`config.mk`:
```
export PLATFORM = sky130hd
export DESIGN_NAME = store_buffer
export DESIGN_NICKNAME = d
export VERILOG_FILES = /design/src/logic/sb_config_pkg.sv /design/src/logic/sb_types_pkg.sv /design/src/logic/sb_entry_if.sv /design/src/logic/sb_entry_array.sv /design/src/logic/sb_request_decode.sv /design/src/logic/sb_drain_execute.sv /design/src/logic/sb_load_result.sv /design/src/logic/store_buffer.sv
export SDC_FILE = /design/constraint.sdc
export NUM_CORES = 2
export LEC_CHECK = 0
export BUFFER_PORTS_ARGS = -buffer_cell sky130_fd_sc_hd__buf_2
export CORE_UTILIZATION = 30
export CTS_CLUSTER_DIAMETER = 30
export DETAILED_ROUTE_END_ITERATION = 16
export PLACE_DENSITY = 0.5
export SYNTH_ARGS = -nofsm -noshare
export SYNTH_HDL_FRONTEND = slang
export SYNTH_SLANG_ARGS = --single-unit
```
`constraint.sdc`:
```
create_clock -name clock -period 8.1 [get_ports clock]
set_input_delay 0.81 -clock clock [delete_from_list [all_inputs] [get_ports clock]]
set_output_delay 0.81 -clock clock [all_outputs]
set_load 0.05 [all_outputs]
```
`src/logic/sb_config_pkg.sv`:
```
package sb_config_pkg;

  // ------------------------------
  // Buffer geometry
  // ------------------------------

  localparam int sb_depth = 8;
  localparam int sb_index_width = 3;
  // Count runs 0 to sb_depth, plus room for two stores offered.
  localparam int sb_count_width = 4;

  // ------------------------------
  // Entry fields
  // ------------------------------

  // Addresses in the buffer are doubleword addresses.
  localparam int sb_addr_width = 26;
  localparam int sb_data_width = 64;
  localparam int sb_strb_width = 8;
  localparam int sb_offset_width = 3;

  // ------------------------------
  // AXI4-Lite
  // ------------------------------

  localparam int axi_addr_width = 32;
  // Upper zero bits when a doubleword address goes out as a byte address.
  localparam int axi_addr_pad = axi_addr_width - sb_addr_width - sb_offset_width;

endpackage

```
`src/logic/sb_types_pkg.sv`:
```
package sb_types_pkg;

  // One buffered store, 98 bits.
  typedef struct packed {
    logic [sb_config_pkg::sb_addr_width-1:0] addr;
    logic [sb_config_pkg::sb_data_width-1:0] data;
    logic [sb_config_pkg::sb_strb_width-1:0] strb;
  } sb_entry_t;

  typedef enum logic {
    sb_load,
    sb_store
  } sb_kind_t;

  // One write port of the entry array.
  typedef struct packed {
    logic en;
    logic [sb_config_pkg::sb_index_width-1:0] index;
    sb_entry_t entry;
  } sb_write_t;

endpackage

```
`src/logic/sb_entry_if.sv`:
```
`timescale 1ns/1ps

interface sb_entry_if;

  sb_types_pkg::sb_write_t write_0;
  sb_types_pkg::sb_write_t write_1;

  logic [sb_config_pkg::sb_index_width-1:0] read_index_0;
  logic [sb_config_pkg::sb_index_width-1:0] read_index_1;
  sb_types_pkg::sb_entry_t read_entry_0;
  sb_types_pkg::sb_entry_t read_entry_1;

  // Decode enqueues stores and points read port 1 at a forwarding hit.
  modport writer (
    output write_0,
    output write_1,
    output read_index_1
  );

  // Read port 0 always shows the head entry.
  modport drain (
    output read_index_0,
    input read_entry_0
  );

  modport lookup (
    input read_entry_1
  );

  modport storage (
    input write_0,
    input write_1,
    input read_index_0,
    input read_index_1,
    output read_entry_0,
    output read_entry_1
  );

endinterface

```
`src/logic/sb_entry_array.sv`:
```
`timescale 1ns/1ps

module sb_entry_array (
  input logic clock,
  sb_entry_if.storage entries
);

  sb_types_pkg::sb_entry_t entry_mem [sb_config_pkg::sb_depth];

  // Port 1 is written last.
  always_ff @(posedge clock) begin
    if (entries.write_0.en) begin
      entry_mem[entries.write_0.index] <= entries.write_0.entry;
    end
    if (entries.write_1.en) begin
      entry_mem[entries.write_1.index] <= entries.write_1.entry;
    end
  end

  // Same-cycle bypass, write port 0 checked first.
  function automatic sb_types_pkg::sb_entry_t read_port(
    input logic [sb_config_pkg::sb_index_width-1:0] index
  );
    if (entries.write_0.en && entries.write_0.index == index) begin
      return entries.write_0.entry;
    end else if (entries.write_1.en && entries.write_1.index == index) begin
      return entries.write_1.entry;
    end
    return entry_mem[index];
  endfunction

  always_comb begin
    entries.read_entry_0 = read_port(entries.read_index_0);
    entries.read_entry_1 = read_port(entries.read_index_1);
  end

endmodule

```
`src/logic/sb_request_decode.sv`:
```
`timescale 1ns/1ps

module sb_request_decode (
  input logic clock,
  input logic reset,
  input logic req_valid_0,
  input logic req_store_0,
  input logic [sb_config_pkg::axi_addr_width-1:0] req_addr_0,
  input logic [sb_config_pkg::sb_data_width-1:0] req_data_0,
  input logic [sb_config_pkg::sb_strb_width-1:0] req_strb_0,
  output logic req_ready_0,
  input logic req_valid_1,
  input logic req_store_1,
  input logic [sb_config_pkg::axi_addr_width-1:0] req_addr_1,
  input logic [sb_config_pkg::sb_data_width-1:0] req_data_1,
  input logic [sb_config_pkg::sb_strb_width-1:0] req_strb_1,
  output logic req_ready_1,
  sb_entry_if.writer entries,
  output logic [sb_config_pkg::sb_index_width-1:0] head,
  output logic have_entry,
  input logic pop,
  output logic load_miss_valid,
  output logic [sb_config_pkg::sb_addr_width-1:0] load_miss_addr,
  input logic load_done,
  output logic fwd_valid,
  output logic fwd_port,
  output logic miss_port
);

  typedef enum logic [1:0] {
    l_idle,
    l_lookup,
    l_miss
  } load_state_t;

  load_state_t load_state;
  logic [sb_config_pkg::sb_index_width-1:0] tail;
  logic [sb_config_pkg::sb_count_width-1:0] count;

  // Tags mirror the address and strobe coverage of each entry.
  logic [sb_config_pkg::sb_depth-1:0] tag_valid;
  logic [sb_config_pkg::sb_depth-1:0] tag_full;
  logic [sb_config_pkg::sb_addr_width-1:0] tag_addr [sb_config_pkg::sb_depth];

  logic [sb_config_pkg::sb_addr_width-1:0] load_addr;
  logic load_port;

  sb_types_pkg::sb_kind_t kind_0;
  sb_types_pkg::sb_kind_t kind_1;
  logic [sb_config_pkg::sb_addr_width-1:0] addr_0;
  logic [sb_config_pkg::sb_addr_width-1:0] addr_1;
  logic port_1_blocked;
  logic [sb_config_pkg::sb_count_width-1:0] offered;
  logic room;
  logic st_0;
  logic st_1;
  logic ld_0;
  logic ld_1;
  logic [sb_config_pkg::sb_index_width-1:0] index_1;

  logic hit_found;
  logic hit_full;
  logic [sb_config_pkg::sb_index_width-1:0] hit_index;
  logic [sb_config_pkg::sb_index_width-1:0] scan_index;

  // ------------------------------
  // Acceptance
  // ------------------------------

  always_comb begin
    kind_0 = req_store_0 ? sb_types_pkg::sb_store : sb_types_pkg::sb_load;
    kind_1 = req_store_1 ? sb_types_pkg::sb_store : sb_types_pkg::sb_load;
    addr_0 = req_addr_0[sb_config_pkg::sb_offset_width +: sb_config_pkg::sb_addr_width];
    addr_1 = req_addr_1[sb_config_pkg::sb_offset_width +: sb_config_pkg::sb_addr_width];
    // A load on the older port holds port 1 back for the cycle.
    port_1_blocked = req_valid_0 && kind_0 == sb_types_pkg::sb_load;
    offered = count
      + sb_config_pkg::sb_count_width'(req_valid_0 && kind_0 == sb_types_pkg::sb_store)
      + sb_config_pkg::sb_count_width'(req_valid_1 && kind_1 == sb_types_pkg::sb_store
                                       && !port_1_blocked);
    room = offered <= sb_config_pkg::sb_count_width'(sb_config_pkg::sb_depth);
    req_ready_0 = load_state == l_idle && room;
    req_ready_1 = load_state == l_idle && room && !port_1_blocked;
    st_0 = req_valid_0 && req_ready_0 && kind_0 == sb_types_pkg::sb_store;
    st_1 = req_valid_1 && req_ready_1 && kind_1 == sb_types_pkg::sb_store;
    ld_0 = req_valid_0 && req_ready_0 && kind_0 == sb_types_pkg::sb_load;
    ld_1 = req_valid_1 && req_ready_1 && kind_1 == sb_types_pkg::sb_load;
    index_1 = tail + sb_config_pkg::sb_index_width'(st_0);
  end

  always_comb begin
    entries.write_0.en = st_0;
    entries.write_0.index = tail;
    entries.write_0.entry.addr = addr_0;
    entries.write_0.entry.data = req_data_0;
    entries.write_0.entry.strb = req_strb_0;
    entries.write_1.en = st_1;
    entries.write_1.index = index_1;
    entries.write_1.entry.addr = addr_1;
    entries.write_1.entry.data = req_data_1;
    entries.write_1.entry.strb = req_strb_1;
  end

  // ------------------------------
  // Forwarding scan
  // ------------------------------

  // Youngest entry first, so the first match wins.
  always_comb begin
    hit_found = 1'b0;
    hit_full = 1'b0;
    hit_index = tail;
    scan_index = tail;
    for (int i = 1; i <= sb_config_pkg::sb_depth; i++) begin
      scan_index = tail - sb_config_pkg::sb_index_width'(i);
      if (!hit_found && tag_valid[scan_index] && tag_addr[scan_index] == load_addr) begin
        hit_found = 1'b1;
        hit_full = tag_full[scan_index];
        hit_index = scan_index;
      end
    end
  end

  assign entries.read_index_1 = hit_index;
  assign fwd_valid = load_state == l_lookup && hit_found && hit_full;
  assign fwd_port = load_port;
  assign miss_port = load_port;
  // Partial hits and misses go to memory once every store has drained.
  assign load_miss_valid = load_state == l_miss && count == '0;
  assign load_miss_addr = load_addr;
  assign have_entry = count != '0;

  // ------------------------------
  // State
  // ------------------------------

  always_ff @(posedge clock) begin
    if (!reset) begin
      load_state <= l_idle;
      head <= '0;
      tail <= '0;
      count <= '0;
      tag_valid <= '0;
    end else begin
      if (pop) begin
        head <= head + 1'b1;
        tag_valid[head] <= 1'b0;
      end
      if (st_0) begin
        tag_valid[tail] <= 1'b1;
      end
      if (st_1) begin
        tag_valid[index_1] <= 1'b1;
      end
      tail <= tail + sb_config_pkg::sb_index_width'(st_0)
        + sb_config_pkg::sb_index_width'(st_1);
      count <= count + sb_config_pkg::sb_count_width'(st_0)
        + sb_config_pkg::sb_count_width'(st_1) - sb_config_pkg::sb_count_width'(pop);
      case (load_state)
        l_idle: begin
          if (ld_0 || ld_1) begin
            load_state <= l_lookup;
          end
        end
        l_lookup: begin
          load_state <= (hit_found && hit_full) ? l_idle : l_miss;
        end
        l_miss: begin
          if (load_done) begin
            load_state <= l_idle;
          end
        end
        default: begin
          load_state <= l_idle;
        end
      endcase
    end
  end

  always_ff @(posedge clock) begin
    if (st_0) begin
      tag_addr[tail] <= addr_0;
      tag_full[tail] <= &req_strb_0;
    end
    if (st_1) begin
      tag_addr[index_1] <= addr_1;
      tag_full[index_1] <= &req_strb_1;
    end
    if (ld_0 || ld_1) begin
      load_addr <= ld_0 ? addr_0 : addr_1;
      load_port <= ld_1;
    end
  end

endmodule

```
`src/logic/sb_drain_execute.sv`:
```
`timescale 1ns/1ps

module sb_drain_execute (
  input logic clock,
  input logic reset,
  sb_entry_if.drain entries,
  input logic [sb_config_pkg::sb_index_width-1:0] head,
  input logic have_entry,
  output logic pop,
  input logic load_miss_valid,
  input logic [sb_config_pkg::sb_addr_width-1:0] load_miss_addr,
  output logic load_done,
  output logic [sb_config_pkg::sb_data_width-1:0] mem_rdata,
  output logic axi_awvalid,
  input logic axi_awready,
  output logic [sb_config_pkg::axi_addr_width-1:0] axi_awaddr,
  output logic [2:0] axi_awprot,
  output logic axi_wvalid,
  input logic axi_wready,
  output logic [sb_config_pkg::sb_data_width-1:0] axi_wdata,
  output logic [sb_config_pkg::sb_strb_width-1:0] axi_wstrb,
  input logic axi_bvalid,
  output logic axi_bready,
  output logic axi_arvalid,
  input logic axi_arready,
  output logic [sb_config_pkg::axi_addr_width-1:0] axi_araddr,
  output logic [2:0] axi_arprot,
  input logic axi_rvalid,
  output logic axi_rready,
  input logic [sb_config_pkg::sb_data_width-1:0] axi_rdata
);

  typedef enum logic [1:0] {
    s_idle,
    s_write,
    s_wait_b,
    s_read
  } drain_state_t;

  drain_state_t state;

  // Head entry stays put until pop, so the write channels read it directly.
  assign entries.read_index_0 = head;
  assign axi_awaddr = {{sb_config_pkg::axi_addr_pad{1'b0}}, entries.read_entry_0.addr,
                       {sb_config_pkg::sb_offset_width{1'b0}}};
  assign axi_wdata = entries.read_entry_0.data;
  assign axi_wstrb = entries.read_entry_0.strb;
  assign axi_awprot = 3'b000;
  assign axi_bready = 1'b1;

  assign axi_araddr = {{sb_config_pkg::axi_addr_pad{1'b0}}, load_miss_addr,
                       {sb_config_pkg::sb_offset_width{1'b0}}};
  assign axi_arprot = 3'b000;
  assign axi_rready = 1'b1;

  assign pop = state == s_wait_b && axi_bvalid;
  assign load_done = state == s_read && axi_rvalid;
  assign mem_rdata = axi_rdata;

  always_ff @(posedge clock) begin
    if (!reset) begin
      state <= s_idle;
      axi_awvalid <= 1'b0;
      axi_wvalid <= 1'b0;
      axi_arvalid <= 1'b0;
    end else begin
      case (state)
        s_idle: begin
          // Writes first. A read only goes out once the buffer is empty.
          if (have_entry) begin
            axi_awvalid <= 1'b1;
            axi_wvalid <= 1'b1;
            state <= s_write;
          end else if (load_miss_valid) begin
            axi_arvalid <= 1'b1;
            state <= s_read;
          end
        end
        s_write: begin
          if (axi_awready) begin
            axi_awvalid <= 1'b0;
          end
          if (axi_wready) begin
            axi_wvalid <= 1'b0;
          end
          if ((axi_awready || !axi_awvalid) && (axi_wready || !axi_wvalid)) begin
            state <= s_wait_b;
          end
        end
        s_wait_b: begin
          if (axi_bvalid) begin
            state <= s_idle;
          end
        end
        s_read: begin
          if (axi_arready) begin
            axi_arvalid <= 1'b0;
          end
          if (axi_rvalid) begin
            state <= s_idle;
          end
        end
        default: begin
          state <= s_idle;
        end
      endcase
    end
  end

endmodule

```
`src/logic/sb_load_result.sv`:
```
`timescale 1ns/1ps

module sb_load_result (
  input logic clock,
  input logic reset,
  sb_entry_if.lookup entries,
  input logic fwd_valid,
  input logic fwd_port,
  input logic load_done,
  input logic [sb_config_pkg::sb_data_width-1:0] mem_rdata,
  input logic miss_port,
  output logic resp_valid_0,
  output logic resp_valid_1,
  output logic [sb_config_pkg::sb_data_width-1:0] resp_data_0,
  output logic [sb_config_pkg::sb_data_width-1:0] resp_data_1
);

  logic result_valid;
  logic result_port;
  logic [sb_config_pkg::sb_data_width-1:0] result;

  // Only one load is ever outstanding, so the two sources never collide.
  always_comb begin
    result_valid = fwd_valid || load_done;
    result_port = fwd_valid ? fwd_port : miss_port;
    result = fwd_valid ? entries.read_entry_1.data : mem_rdata;
  end

  always_ff @(posedge clock) begin
    if (!reset) begin
      resp_valid_0 <= 1'b0;
      resp_valid_1 <= 1'b0;
    end else begin
      resp_valid_0 <= result_valid && !result_port;
      resp_valid_1 <= result_valid && result_port;
    end
  end

  // Each port keeps its last result.
  always_ff @(posedge clock) begin
    if (result_valid && !result_port) begin
      resp_data_0 <= result;
    end
    if (result_valid && result_port) begin
      resp_data_1 <= result;
    end
  end

endmodule

```
`src/logic/store_buffer.sv`:
```
`timescale 1ns/1ps

module store_buffer (
  input logic clock,
  input logic reset,
  input logic req_valid_0,
  input logic req_store_0,
  input logic [sb_config_pkg::axi_addr_width-1:0] req_addr_0,
  input logic [sb_config_pkg::sb_data_width-1:0] req_data_0,
  input logic [sb_config_pkg::sb_strb_width-1:0] req_strb_0,
  output logic req_ready_0,
  output logic resp_valid_0,
  output logic [sb_config_pkg::sb_data_width-1:0] resp_data_0,
  input logic req_valid_1,
  input logic req_store_1,
  input logic [sb_config_pkg::axi_addr_width-1:0] req_addr_1,
  input logic [sb_config_pkg::sb_data_width-1:0] req_data_1,
  input logic [sb_config_pkg::sb_strb_width-1:0] req_strb_1,
  output logic req_ready_1,
  output logic resp_valid_1,
  output logic [sb_config_pkg::sb_data_width-1:0] resp_data_1,
  output logic axi_awvalid,
  input logic axi_awready,
  output logic [sb_config_pkg::axi_addr_width-1:0] axi_awaddr,
  output logic [2:0] axi_awprot,
  output logic axi_wvalid,
  input logic axi_wready,
  output logic [sb_config_pkg::sb_data_width-1:0] axi_wdata,
  output logic [sb_config_pkg::sb_strb_width-1:0] axi_wstrb,
  input logic axi_bvalid,
  output logic axi_bready,
  output logic axi_arvalid,
  input logic axi_arready,
  output logic [sb_config_pkg::axi_addr_width-1:0] axi_araddr,
  output logic [2:0] axi_arprot,
  input logic axi_rvalid,
  output logic axi_rready,
  input logic [sb_config_pkg::sb_data_width-1:0] axi_rdata
);

  logic [sb_config_pkg::sb_index_width-1:0] head;
  logic have_entry;
  logic pop;
  logic load_miss_valid;
  logic [sb_config_pkg::sb_addr_width-1:0] load_miss_addr;
  logic load_done;
  logic [sb_config_pkg::sb_data_width-1:0] mem_rdata;
  logic fwd_valid;
  logic fwd_port;
  logic miss_port;

  sb_entry_if entries ();

  sb_entry_array u_entry_array (
    .clock(clock),
    .entries(entries.storage)
  );

  sb_request_decode u_request_decode (
    .clock(clock),
    .reset(reset),
    .req_valid_0(req_valid_0),
    .req_store_0(req_store_0),
    .req_addr_0(req_addr_0),
    .req_data_0(req_data_0),
    .req_strb_0(req_strb_0),
    .req_ready_0(req_ready_0),
    .req_valid_1(req_valid_1),
    .req_store_1(req_store_1),
    .req_addr_1(req_addr_1),
    .req_data_1(req_data_1),
    .req_strb_1(req_strb_1),
    .req_ready_1(req_ready_1),
    .entries(entries.writer),
    .head(head),
    .have_entry(have_entry),
    .pop(pop),
    .load_miss_valid(load_miss_valid),
    .load_miss_addr(load_miss_addr),
    .load_done(load_done),
    .fwd_valid(fwd_valid),
    .fwd_port(fwd_port),
    .miss_port(miss_port)
  );

  sb_drain_execute u_drain_execute (
    .clock(clock),
    .reset(reset),
    .entries(entries.drain),
    .head(head),
    .have_entry(have_entry),
    .pop(pop),
    .load_miss_valid(load_miss_valid),
    .load_miss_addr(load_miss_addr),
    .load_done(load_done),
    .mem_rdata(mem_rdata),
    .axi_awvalid(axi_awvalid),
    .axi_awready(axi_awready),
    .axi_awaddr(axi_awaddr),
    .axi_awprot(axi_awprot),
    .axi_wvalid(axi_wvalid),
    .axi_wready(axi_wready),
    .axi_wdata(axi_wdata),
    .axi_wstrb(axi_wstrb),
    .axi_bvalid(axi_bvalid),
    .axi_bready(axi_bready),
    .axi_arvalid(axi_arvalid),
    .axi_arready(axi_arready),
    .axi_araddr(axi_araddr),
    .axi_arprot(axi_arprot),
    .axi_rvalid(axi_rvalid),
    .axi_rready(axi_rready),
    .axi_rdata(axi_rdata)
  );

  sb_load_result u_load_result (
    .clock(clock),
    .reset(reset),
    .entries(entries.lookup),
    .fwd_valid(fwd_valid),
    .fwd_port(fwd_port),
    .load_done(load_done),
    .mem_rdata(mem_rdata),
    .miss_port(miss_port),
    .resp_valid_0(resp_valid_0),
    .resp_valid_1(resp_valid_1),
    .resp_data_0(resp_data_0),
    .resp_data_1(resp_data_1)
  );

endmodule

```
==> run_results.csv <==
group,metric,value,unit
run_status,outcome,"completed",
cells_and_area,post-route-util,36.9,%
sta,grt_setup_unrepaired,"no",
yosys,synth-seq-area-share,42.1,%
worst_setup_path,worstPathMaxFanout,41,
yosys,ys_dominant_reg_cell,"edfxtp_1",
worst_setup_path,r2r.worst_path.cells,21,
clocking,cts_tree,"yes",
route,drt_iter0_markers,4412,
worst_setup_path,cpPeakStageDelay,0.77,ns
floorplanning,initial_utilization,30.2,%
worst_setup_path,critPathLaunch,"u_request_decode.tail[2]",
global_route,global_route.usage.met2,36.7,%
pwr,cellLeakagePower,29.5,nW
cells_and_area,fin_nets,5812,
placed_design,port_buffers,529,
pwr,p_sw_share,36.5,%
yosys,netlist-cell-type-count,97,
cells_and_area,synth_to_final_area_change,22.0,%
global_route,number_of_antenna_violations_at_the_first_check_in_global_routing,81,
sta,hold_viol_final,0,
sta,timing_max_transition_violations_final,0,
placed_design,placedInstanceArea,74600,um2
route,total_via_count_after_detailed_routing,49536,
sta,worst-slew-pin-transition,1.17,ns
cells_and_area,layout.area.seq,29000,um2
yosys,synth_async_sr_flop_share,0,%
yosys,synth_enable_flop_cells,939,
worst_setup_path,setup.reg_to_reg.worst_slack,1.10,ns
flow_run,max_cap_viol_count,0,
placed_design,gpl_congestion,0.967,
clocking,cts_post_setup_buffers_inserted,0,
placed_design,post-dp-hpwl,170,mm
cells_and_area,area_occupied_by_multi_input_gates,37200,um2
route,overall_routed_net_length,266,mm
clocking,post_cts_hold_buffer_count,0,
route,route.antenna.remaining_nets,0,
clocking,cts-root-buf,"clkbuf_16",
route,via_density,5.67,
worst_setup_path,regToRegEndpoint,"u_load_result.resp_data_1[42]",
global_route,overflow,0,
cells_and_area,layout-drive-gt1-share,46.1,%
sta,achievable-frequency,143,MHz
global_route,grt.met3_usage,5.11,%
pwr,pwr-share-seq,23.2,%
cells_and_area,final-instance-count-excl-fill,8743,
route,detail_route.first_pass.iterations,6,
worst_setup_path,setup.worst_path.end,"u_load_result.resp_data_1[42]",
sta,max_slew_margin,21.8,%
global_route,groute.usage.overall,22.4,%
floorplanning,pin_count,562,
pwr,power_per_cell_area,327,nW/um2
hold_path,worstHoldPathType,"input port to flip-flop",
sta,fin_skew,0.117,ns
yosys,synth_area_per_cell,13.8,um2
yosys,ys_warn_count,0,
global_route,grt.met1_usage,29.0,%
global_route,layer_with_the_highest_usage_after_global_routing,"met2",
floorplanning,coreArea,228000,um2
floorplanning,floorplan.die.width,481,um
clocking,post_cts_resized,0,
placed_design,setup_ws_pre_cts,1.18,ns
sta,setup_violations,0,
floorplanning,dieHeight,481,um
global_route,grt_start_max_net_pins,113,
worst_setup_path,class_of_the_most_critical_setup_path,"flip-flop to flip-flop",
worst_setup_path,endpoint_kind,"flip-flop",
worst_setup_path,arrival,7.59,ns
floorplanning,floorplan.rows,175,
worst_setup_path,critPathLaunchType,"flip-flop",
clocking,tritoncts.num_buffers,299,
sta,final_critical_path_setup_slack,1.10,ns
worst_setup_path,slowest_stage,"dfxtp_4",
cells_and_area,design_area,84000,um2
clocking,sink_count_of_the_clock_tree,977,
pwr,power_frac_clock,39.3,%
pwr,vdd_ir_drop_max,0.000236,V
yosys,synth_area,68800,um2
global_route,grt_first_pass_wirelength,375,mm
clocking,clkSlewWorstSetupHoldPaths,0.04,ns
clocking,ctsLongestPathBuffers,4,
placed_design,placed_cells_incl_taps,8217,
worst_setup_path,worst_path_dominant_cell_family,"buffers and inverters",
pwr,p_int,17.4,mW
worst_setup_path,r2r_start,"u_request_decode.tail[2]",
global_route,via_count_of_the_first_global_routing_pass,50250,
pwr,power.net_switching,10.0,mW
worst_setup_path,worstPathRequired,8.69,ns
route,routedWlPerCell,30.4,um
yosys,syn-instance-count,4988,
pwr,comb_power_share,37.5,%
worst_setup_path,worstSetupPathDepth,21,
floorplanning,design.die.area,231000,um2
sta,period_share,86.4,%
yosys,postSynthRegisterBits,977,
worst_setup_path,cell_chain_of_the_critical_path,"inv_1 > ha_4 > buf_12 > buf_4 > mux2i_1 > a22oi_1 > nand3_1 > a2111oi_0 > nand4_1 > nor4_2 > buf_4 > nor2_1 > nand4_1 > o221ai_2 > xnor2_4 > buf_12 > buf_12 > mux2i_1 > mux2i_1 > mux2_2 > mux2_2",
sta,finalSetupTns,0,ns
cells_and_area,num-fill-cells,21879,
route,drc,0,
worst_setup_path,timing.critical_path.buf_inv,6,
sta,period_minus_slack,7.00,ns
clocking,h-tree-depth,5,
clocking,worst_skew_pair.late_latency,0.95,ns
per-layer routing:
metal / part of all wire [%] / routed length (um)
met3: 7.0 / 18600
met5: 0.17 / 464
met2: 48 / 127000
met1: 42 / 111000
met4: 3.2 / 8500
power by group through the flow:
| stage | Clock, mW | Sequential (mW) | Combinational [mW] |
|---|---|---|---|
| 2_1_floorplan | 0 | 6.39 | 7.04 |
| 3_3_place_gp | 0 | 6.42 | 10.2 |
| 3_5_place_dp | 0 | 6.43 | 10.3 |
| 4_1_cts | 10.9 | 6.35 | 10.3 |
| 5_1_grt | 11.2 | 6.39 | 10.8 |
| 6_report | 10.8 | 6.36 | 10.3 |
synthesized netlist by cell type (30+ instances only):
master | number | area, um2
a21oi_1 | 45 | 225
nor2b_1 | 104 | 651
edfxtp_1 | 939 | 28200
xnor2_1 | 168 | 1470
buf_4 | 70 | 526
nor2_1 | 79 | 297
o21ai_0 | 40 | 200
nand4_1 | 30 | 188
o22ai_1 | 34 | 213
nor3_1 | 42 | 210
buf_1 | 89 | 334
dfxtp_1 | 38 | 761
mux2_2 | 983 | 11100
nand3_1 | 34 | 170
a211oi_1 | 106 | 796
mux4_2 | 481 | 10800
nand2_1 | 296 | 1110
mux2i_1 | 620 | 6210
buf_2 | 69 | 345
clkbuf_1 | 220 | 826
a31oi_1 | 115 | 719
inv_1 | 30 | 113
cell usage in the layout, fill, tap and decap left out, types with 15 or more instances in the layout:
master	synthesis	routed
xnor2_1	168	168
xor2_1	24	23
o21ai_0	40	40
mux4_2	481	481
buf_12	16	42
mux2_2	983	983
buf_2	69	529
dfxtp_1	38	32
diode_2	0	17
nor2b_1	104	104
clkinv_2	0	47
bufinv_16	0	26
nand4_1	30	30
a31oi_1	115	115
nand2_1	296	283
a22oi_1	15	15
nand3_1	34	32
a211oi_1	106	106
ha_1	17	15
buf_4	70	137
clkinv_1	4	57
o22ai_1	34	34
nor3_1	42	42
a21oi_1	45	44
clkbuf_16	0	302
and3_1	18	16
inv_1	30	30
nor4_1	18	18
conb_1	2	20
clkbuf_1	220	54
edfxtp_1	939	939
nor2_1	79	77
mux2i_1	620	620
worst register-to-register path, delay by kind of cell, from the launching register on:
kind	cells	cell delay, ns
flops	1	0.77
fa+ha+maj	1	0.55
xor+xnor	1	0.36
buf+inv	6	1.67
mux	5	1.02
simple gates	5	1.23
compound gates	3	1.14
cells by family (layout without fill, tap and decap cells):
group / count (synthesis) / after routing / synth area share (%)
xor gates and xnor gates: 196 / 196 / 2.54
muxes: 2091 / 2091 / 41.1
and+or+nand+nor: 721 / 721 / 5.27
other: 2 / 37 / 0.0109
AOI/OAI and AO/OA: 436 / 436 / 4.29
DFF: 977 / 977 / 42.1
adders and majority gates: 20 / 20 / 0.396
buffers and inverters: 545 / 1256 / 4.34
through the flow:
| stage | hold WS (ns) | total power [mW] |
|---|---|---|
| 2_1_floorplan | 0.472 | 13.4 |
| 3_3_place_gp | 0.467 | 16.6 |
| 3_5_place_dp | 0.470 | 16.7 |
| 4_1_cts | 0.0747 | 27.6 |
| 5_1_grt | 0.103 | 28.4 |
| 6_report | 0.151 | 27.4 |
flip-flops by register name, summed over array words and instances, names as in the netlist, named ones only:
name,cells
u_request_decode.count,4
u_request_decode.load_state,2
u_request_decode.tag_full,8
u_request_decode.tail,3
u_drain_execute.axi_awvalid,1
u_drain_execute.axi_arvalid,1
u_request_decode.tag_valid,8
u_request_decode.head,3
u_load_result.resp_data_0,64
u_load_result.resp_valid_1,1
u_load_result.resp_data_1,64
u_drain_execute.axi_wvalid,1
u_request_decode.load_miss_addr,26
u_request_decode.tag_addr,8
u_request_decode.fwd_port,1
u_load_result.resp_valid_0,1
u_entry_array.entry_mem,776
u_drain_execute.state,2
cell type report:
class | instances | share of cell area [%]
flip-flops and latches | 977 | 34.5
repair buffers | 708 | 5.38
well taps | 3009 | 4.48
clock inverters | 146 | 1.70
clock buffers | 363 | 9.36
diodes | 17 | 0.0507
multi-input cells | 3484 | 44.3
inverters | 39 | 0.177
worst min path at each step:
stage | startpoint | endpoint | cells after the start
after global placement | u_drain_execute.axi_wvalid | u_drain_execute.axi_wvalid | 2
after global routing | axi_arready | u_drain_execute.axi_arvalid | 2
final | axi_arready | u_drain_execute.axi_arvalid | 2
after CTS | axi_arready | u_drain_execute.axi_arvalid | 2
after floorplan | u_request_decode.fwd_port | u_load_result.resp_valid_0 | 1
after detailed placement | u_drain_execute.axi_wvalid | u_drain_execute.axi_wvalid | 2
Note: power is estimated with default switching activity, not from simulation.
